## src/hw/lc3b_cache_pkg.sv

```systemverilog
package lc3b_cache_pkg;

    typedef logic [15:0]  lc3b_word;
    typedef logic [8:0]   lc3b_c_tag;     // Address bits 15..7
    typedef logic [2:0]   lc3b_c_index;   // Address bits 6..4
    typedef logic [3:0]   lc3b_c_offset;  // Address bits 3..0
    typedef logic [1:0]   lc3b_mem_wmask;
    typedef logic [127:0] lc3b_mem_data;  // Eight words per line

    // Processor request, held by the processor until mem_resp
    typedef struct packed {
        logic          read;
        logic          write;
        lc3b_word      address;
        lc3b_word      wdata;
        lc3b_mem_wmask byte_enable;
    } cpu_req_t;

    typedef struct packed {
        logic         read;
        logic         write;
        lc3b_word     address;            // Always line aligned
        lc3b_mem_data wdata;
    } pmem_req_t;

    typedef struct packed {
        logic ld_fill;                    // Load victim way from the fill line
        logic ld_word;                    // Load merged word into the hit way
        logic set_dirty;
        logic clr_dirty;
        logic ld_lru;
    } cache_ctrl_t;

    typedef struct packed {
        logic hit;
        logic victim_dirty;
    } cache_status_t;

    typedef enum logic [1:0] {
        s_check,
        s_writeback,
        s_allocate
    } cache_state_e;

endpackage

```

## src/hw/cache_control.sv

```systemverilog
`timescale 1ns/1ps

module cache_control (
    input  logic                          clk,
    input  logic                          rst_n,
    input  lc3b_cache_pkg::cpu_req_t      cpu_req,
    input  lc3b_cache_pkg::cache_status_t status,
    input  lc3b_cache_pkg::lc3b_c_tag     victim_tag,
    input  logic                          pmem_resp,
    output lc3b_cache_pkg::cache_ctrl_t   ctrl,
    output logic                          pmem_read,
    output logic                          pmem_write,
    output lc3b_cache_pkg::lc3b_word      pmem_address,
    output logic                          mem_resp
);

    lc3b_cache_pkg::cache_state_e state;
    lc3b_cache_pkg::cache_state_e next_state;
    logic                         request;

    assign request = cpu_req.read | cpu_req.write;

    always_ff @(posedge clk or negedge rst_n) begin
        if (!rst_n) begin
            state <= lc3b_cache_pkg::s_check;
        end else begin
            state <= next_state;
        end
    end

    always_comb begin
        next_state   = state;
        ctrl         = '0;
        mem_resp     = 1'b0;
        pmem_read    = 1'b0;
        pmem_write   = 1'b0;
        pmem_address = {cpu_req.address[15:4], 4'h0};   // Line holding the request

        case (state)
            lc3b_cache_pkg::s_check: begin
                if (request && status.hit) begin
                    mem_resp    = 1'b1;
                    ctrl.ld_lru = 1'b1;
                    if (cpu_req.write) begin
                        ctrl.ld_word   = 1'b1;
                        ctrl.set_dirty = 1'b1;
                    end
                end else if (request) begin
                    next_state = status.victim_dirty ? lc3b_cache_pkg::s_writeback
                                                     : lc3b_cache_pkg::s_allocate;
                end
            end

            lc3b_cache_pkg::s_writeback: begin
                pmem_write   = 1'b1;
                pmem_address = {victim_tag, cpu_req.address[6:4], 4'h0};  // Victim's line
                if (pmem_resp) begin
                    next_state = lc3b_cache_pkg::s_allocate;
                end
            end

            lc3b_cache_pkg::s_allocate: begin
                pmem_read = 1'b1;
                if (pmem_resp) begin
                    ctrl.ld_fill   = 1'b1;
                    ctrl.clr_dirty = 1'b1;   // A fresh line matches memory
                    next_state     = lc3b_cache_pkg::s_check;
                end
            end

            default: begin
                next_state = lc3b_cache_pkg::s_check;
            end
        endcase
    end

endmodule

```

## config.mk

```make
export PLATFORM = sky130hd
export DESIGN_NAME = cache_control
export DESIGN_NICKNAME = d
export VERILOG_FILES = /design/src/hw/lc3b_cache_pkg.sv /design/src/hw/cache_control.sv
export SDC_FILE = /design/constraint.sdc
export NUM_CORES = 1
export LEC_CHECK = 0
export ABC_AREA = 1
export BUFFER_PORTS_ARGS = -buffer_cell sky130_fd_sc_hd__buf_2
export CORE_MARGIN = 2
export CORE_UTILIZATION = 24
export CTS_CLUSTER_DIAMETER = 150
export CTS_CLUSTER_SIZE = 16
export DETAILED_ROUTE_END_ITERATION = 7
export PLACE_DENSITY = 0.77
export SLEW_MARGIN = 0
export SYNTH_ARGS = -nofsm -noshare
export SYNTH_HDL_FRONTEND = slang
export SYNTH_SLANG_ARGS = --single-unit
```

## constraint.sdc

```tcl
create_clock -name clk -period 1.3 [get_ports clk]
set_input_delay 0.13 -clock clk [delete_from_list [all_inputs] [get_ports clk]]
set_output_delay 0.13 -clock clk [all_outputs]
set_load 0.02 [all_outputs]
```

Yosys cells after proc, flatten, opt, wreduce, memory -nomap -nowiden
Index checks and enable logic that the tools add are counted.
Widths: inputs -> output; s select.

word-level totals
  word-level logic and storage cells = 27
  bits of input ports = 50
  register bits = 2

cells by class
  reductions and logical operators = 3
  bitwise logic cells = 1
  muxes and demuxes = 16
  equality and inequality tests = 6

operators with widths
  kind                number
  $mux 16             1
  $mux 2              8
  $ne 2x2->1 const B  4
  $mux 1              6
  $pmux 2 s3          1
  $reduce_and 4->1    1
  $eq 2x1->1 const B  1
  $eq 2x2->1 const B  1
  $logic_not 2->1     1
  $logic_and 1x1->1   1
  $or 1x1->1          1

Logic depth before layout (Yosys ltp)
Gate-level depths: netlist of run 1.

  depth after elaboration = 4
  depth in mapped cells = 7
  gate-level depth less buffers = 6

Least setup slack after synthesis of run 1
Ideal clock, no wire load.

  path kind = register to output
  start point = register state[1]
  end point = output port ctrl[3] in the netlist's numbering
  path slack = 26 ps
  data arrival time = 1144 ps
  data required time = 1170 ps
  stages on the path, launching flop included = 5
  buffers on the path = 1
  cell sequence = dfrtp_1 -> nor2_1 -> nand2_1 -> nor2_1 -> buf_4

RTL lines
  element                   line                 RTL
  start: declaration        cache_control.sv:17  lc3b_cache_pkg::cache_state_e state;
  start signal: assignment  cache_control.sv:25  state <= lc3b_cache_pkg::s_check;
  start signal: assignment  cache_control.sv:27  state <= next_state;
  end: declaration          cache_control.sv:10  output lc3b_cache_pkg::cache_ctrl_t ctrl,

Final worst setup path of run 1
  start point = register state[1]
  end point = output port pmem_address[7]

on the way
  word-level cells in the longest chain between the ends = 2

RTL lines
  element           line                 RTL
  $eq 2x1->1        cache_control.sv:39  case (state)
  $mux 16           cache_control.sv:39
  end: declaration  cache_control.sv:13  output lc3b_cache_pkg::lc3b_word pmem_address,

No other way between the ends.

==> flow_summary.yaml, run 1 <==
clocking:
  clockRootBuffer: "clkbuf_4"
  htreeDepth: 1
  cts.clk_slew.worst_paths_ns: 0.03
  cts_tree: "built"
  numCtsBuffers: 3
  clkLatencyLatePin_ns: 0.23
  clock_sinks: 2
  cts_buffer_depth: 2
final_layout:
  final_util_pct: 46.2
  nets: 162
  top_register: "state"
  layoutNonFillerInstCount: 126
  diodes: 0
  final_layout_size_suffix_gt1_share_pct: 56.4
  largest_register_ffs: 2
  area_growth_pct: 85.3
  reg_top3: "state x2"
worst_setup_path:
  regToRegEndpoint: "state[1]$_DFFE_PN0P_"
  crit_top_cell: "nand2_1"
  crit_start: "state[1]$_DFFE_PN0P_"
  crit_arrival_ns: 1.20
  slowest_delay_ns: 0.39
  slowest_stage: "dfrtp_1"
  reg2regPathDepth: 8
  worst_setup_path_start_kind: "flop"
  cp.required_ns: 1.17
  worstSetupEndpointType: "primary output"
  worstReg2RegStart: "state[1]$_DFFE_PN0P_"
  rrSetupSlack_ns: 0.13
  path_class: "flop to primary output"
  crit_end: "pmem_address[7]"
  path_cells: "inv_2 > nand2_4 > clkinvlp_4 > nand2_1 > nand2_1 > buf_6"
  path_max_fanout: 6
detailed_routing:
  drt-total-wl_um: 1110
  post-route-drc-count: 0
  drtPass1Iterations: 4
  vias: 537
  ant_nets: 0
  drtIter0Drc: 4
  post_drt_wl_per_cell_um: 8.83
  routed_via_density: 4.26
sta:
  setup_ws_ns: -0.0317
  period_needed_ns: 1.33
  finalHoldViolCount: 0
  setup_viol: 11
  rsz0062_at_grt: "yes"
  fmax_ghz: 0.751
  clock_skew_ns: 0.00252
  period_share_pct: 102
  worst_hold_slack_ns: 0.209
  drv_slew: 0
synthesis:
  ys_types: 13
  syn_area_um2: 367
  yosys_warnings: 0
  synth.largest_area_cell: "nand2_1"
  syn_area_per_cell_um2: 5.31
  ys_seq_elements: 2
  syn_inst: 69
  yosys-top-cells-area: "nand2_1, buf_4, dfrtp_1"
  synth_top_cell_area_share_pct: 34.8
  yosysSeqAreaShare_pct: 13.7
global_route:
  overflow: 0
  grt_pass1_vias: 486
  grt_max_degree: 11
  grt_util_all_layers_pct: 12.8
  grt_antenna_before_repair: 0
  grt_pass1_wl_um: 1770
outcome:
  violations: "setup timing"
  status: "finished, violations left"
min_path:
  hold_path.class: "primary input to flop"
  holdPathStages: 4
floorplan:
  ioPinCount: 74
  start_util_pct: 24.9
  rows: 14
  design.core.area_mm2: 0.00147
  fp.dieH_um: 43.1
  dieArea_mm2: 0.00186
  die_x_um: 43.1
placed_design:
  dp.cells: 118
  gp_congestion: 0.642
  hpwl_um: 782
  pre_cts_ws_ns: 0.0791
  io_buffer_count: 41
power_and_ir_drop:
  powerDensity_mw_per_mm2: 2010
  peakVddDrop_mv: 0.843
  p_leak_nw: 0.423
run:
  cap_violations: 0
[cell type report]
type	instances	area (um2)
timing repair buffer	46	317
timing repair inverter	1	7.51
clock buffer	3	22.5
tap	16	20.0
fill	158	792
multi-input combinational	51	233
inverter	7	30.0
sequential	2	50.0
[report_power, final]
part,internal [mW],switching [mW],total [mW]
logic,0.477,0.618,1.10
clock network,0.102,0.0388,0.141
registers,0.0914,0.0376,0.129
[placed cells by master (no fill, tap or decap)]
cell type	synthesis	final
nand2_1	34	29
buf_2	0	26
buf_4	11	10
buf_6	1	9
nand2_2	3	7
inv_1	6	5
conb_1	1	4
nor2_2	0	3
clkbuf_4	0	3
clkinvlp_4	0	2
nor2_1	5	2
nand3_1	2	2
dfrtp_1	2	2
inv_2	1	1
nand2_4	0	1
o21ai_0	1	1
nor3b_1	1	1
a21oi_1	1	1
dlygate4sd3_1	0	1
[cell usage after synthesis, drive strengths merged]
| master | count |
|---|---|
| nor3b | 1 |
| inv | 7 |
| nor2 | 5 |
| buf | 12 |
| dfrtp | 2 |
| nand3 | 2 |
| o21ai | 1 |
| conb | 1 |
| a21oi | 1 |
| nand2 | 37 |
[logic make-up after synthesis]
kind of cell	after synthesis	synth area share (%)
and+or+nand+nor	45	49.8
buffers and inverters	19	32.8
AOI/OAI and AO/OA	2	2.73
DFF	2	13.7
other	1	1.02
[per-stage QoR]
stage | area (um2) | power, mW | TNS (ns)
finish | 679 | 1.37 | -0.236
global route | 679 | 1.48 | -1.68
CTS | 631 | 1.27 | -0.314
detailed placement | 517 | 0.928 | 0
global placement | 517 | 0.913 | 0
floorplan | 378 | 0.754 | 0
[metal layers]
| layer | part of all wire, % | GRT usage, % | vias up |
|---|---|---|---|
| met4 | 1.9 | 10.3 | 0 |
| met5 | 0 | 0 | - |
| li1 | - | - | 273 |
| met2 | 55 | 23.0 | 27 |
| met1 | 37 | 12.0 | 235 |
| met3 | 5.5 | 2.98 | 2 |
[how the worst min path moves through the flow]
stage,endpoint,slack (ns),from
4_1_cts,state[1]$_DFFE_PN0P_,0.20,pmem_resp
3_5_place_dp,state[1]$_DFFE_PN0P_,-0.08,rst_n
2_1_floorplan,state[0]$_DFFE_PN0P_,-0.17,rst_n
5_1_grt,state[0]$_DFFE_PN0P_,0.22,rst_n
3_3_place_gp,state[0]$_DFFE_PN0P_,-0.09,rst_n
6_report,state[1]$_DFFE_PN0P_,0.21,status[0]
[repair_timing]
item / CTS / global route
endpoints found under the hold margin: 2 / 0
cloned: 1 / 0
hold buffers: 1 / 0
setup endpoints to repair: 14 / 17
setup buffers: 3 / 0
pin swaps: 4 / 3
resized for setup: 18 / 17
[worst max-delay path: cells and delay by family, from the launching register on]
| kind | cells | cell delay (ns) |
|---|---|---|
| DFF | 1 | 0.39 |
| buffers and inverters | 3 | 0.34 |
| and+or+nand+nor | 3 | 0.25 |
Power figures use the tool's default switching activity.
==> run 2, diff against run 1 <==
--- a/config.mk
+++ b/config.mk
@@ -12,6 +12,7 @@
 export CTS_CLUSTER_DIAMETER = 150
 export CTS_CLUSTER_SIZE = 16
 export DETAILED_ROUTE_END_ITERATION = 7
+export GPL_TIMING_DRIVEN = 0
 export PLACE_DENSITY = 0.77
 export SLEW_MARGIN = 0
 export SYNTH_ARGS = -nofsm -noshare
==> run 2 against run 1 <==
The run still ends with setup timing left. Global-route usage grew 1.1 points. Final cell count up 8.7%. Combinational power increased by 11%. Worst setup slack lost 0.012 ns. Largest cell class unchanged.
==> flow_summary.yaml, run 2 (synthesized netlist as in run 1, its figures left out) <==
worst_setup_path:
  critPathBufInv: 2
  slowest_stage: "dfrtp_2"
  cp_top_family: "flip-flops"
  path_max_fanout: 5
  worst_setup_path_start_kind: "flop"
  crit_top_cell: "nor2_2"
  path_cells: "nor2_2 > nand2_2 > nor2_2 > buf_4 > buf_6"
  crit_arrival_ns: 1.21
  cp.required_ns: 1.17
  path_class: "flop to primary output"
  worstSetupEndpointType: "primary output"
  slowest_delay_ns: 0.42
detailed_routing:
  drtIter0Drc: 3
  drtPass1Iterations: 2
  post-route-drc-count: 0
  ant_nets: 0
  drt-total-wl_um: 1280
  post_drt_wl_per_cell_um: 9.33
  vias: 572
  routed_via_density: 4.18
floorplan:
  design.core.area_mm2: 0.00147
  die_x_um: 43.1
  start_util_pct: 24.9
  dieArea_mm2: 0.00186
  fp.dieH_um: 43.1
  ioPinCount: 74
  rows: 14
clocking:
  cts_buffer_depth: 2
  clkLatencyLatePin_ns: 0.22
  clock_sinks: 2
  numCtsBuffers: 3
  postCtsSetupBuffers: 0
  cts.clk_slew.worst_paths_ns: 0.03
  cts_tree: "built"
  htreeDepth: 1
  clockRootBuffer: "clkbuf_4"
global_route:
  overflow: 0
  grt_pass1_wl_um: 1920
  grt_pass1_vias: 506
  grt_max_degree: 11
  grt_util_all_layers_pct: 13.9
  grt_antenna_before_repair: 0
sta:
  rsz0062_at_grt: "yes"
  drv_slew: 0
  setup_ws_ns: -0.0441
  finalHoldViolCount: 0
  setup_viol: 12
  fmax_ghz: 0.744
  period_needed_ns: 1.34
  period_share_pct: 103
  setup_tns_ns: -0.341
  worst_hold_slack_ns: 0.219
  clock_skew_ns: 0.00328
final_layout:
  top_register: "state"
  final_layout_size_suffix_gt1_share_pct: 73.6
  area_growth_pct: 120
  nets: 173
  diodes: 0
  largest_register_ffs: 2
  reg_top3: "state x2"
  final_cell_mix: "buf_2, nand2_2, nand2_1, buf_4, buf_6"
  layout_commonest_cell: "buf_2"
  final_util_pct: 54.8
power_and_ir_drop:
  powerDensity_mw_per_mm2: 1850
  p_leak_nw: 0.494
  peakVddDrop_mv: 1.18
run:
  cap_violations: 0
placed_design:
  io_buffer_count: 44
  hpwl_um: 872
  gp_congestion: 0.635
outcome:
  status: "finished, violations left"
  violations: "setup timing"
min_path:
  hold_path.class: "primary input to asynchronous set/reset pin"
## run 2: worst paths after layout
kind                                       from              endpoint  slack (ns)  cells past startpoint
max                        state[1]$_DFFE_PN0P_               ctrl[0]       -0.04                      5
min                                       rst_n  state[1]$_DFFE_PN0P_        0.22                      2
max reg2reg                state[1]$_DFFE_PN0P_  state[0]$_DFFE_PN0P_        0.28                      7
min reg2reg                state[1]$_DFFE_PN0P_  state[1]$_DFFE_PN0P_        0.62                      3
max in group asynchronous                 rst_n  state[1]$_DFFE_PN0P_        0.97                      2
min in group clk                      status[0]  state[1]$_DFFE_PN0P_        0.22                      4
## run 2: layer usage
layer  track usage, %  wire length [um]  up-vias
met5                0                 0        -
met4             9.09                 0        0
met3             2.55                65        0
met2             24.8               753       21
met1             14.6               460      256
li1                 -                 -      295
## run 2: area by class of cell
class	instances	area, um2
buffer	12	97.6
clock buffer	3	22.5
fill	144	666
inverter	7	26.3
multi-input combinational	51	265
sequential	2	51.3
tap	16	20.0
timing repair buffer	46	323
## run 2: stage by stage
| step | setup slack (ns) | area, um2 | power (mW) | std cells |
|---|---|---|---|---|
| after detailed placement | 0.141 | 618 | 1.02 | 132 |
| after global placement | 0.162 | 618 | 0.999 | 132 |
| after CTS | -0.0864 | 774 | 1.43 | 137 |
| final | -0.0441 | 806 | 1.49 | 137 |
| after global routing | -0.121 | 806 | 1.61 | 137 |
| after floorplan | 0.0258 | 378 | 0.754 | 72 |
## run 2: timing repair
item | in CTS | in global routing
resized for setup | 42 | 13
gates cloned | 1 | 0
setup endpoints to repair | 15 | 16
endpoints found under the hold margin | 2 | 0
hold buffers | 1 | 0
pin swaps | 12 | 10
## run 2: power breakdown
group / switching [mW] / leakage (nW) / internal [mW] / total [mW]
Sequential: 0.0407 / 0.0244 / 0.0943 / 0.135
Combinational: 0.658 / 0.456 / 0.563 / 1.22
Clock: 0.0332 / 0.0138 / 0.102 / 0.135
Total: 0.732 / 0.494 / 0.759 / 1.49
## run 2: worst reg2reg max path: stages, from the launching register on
cell	delay [ns]
dfrtp_2	0.42
inv_2	0.06
nand2_2	0.05
buf_6	0.14
nand2_2	0.06
nand2_2	0.05
nand3_1	0.06
nand2_1	0.06
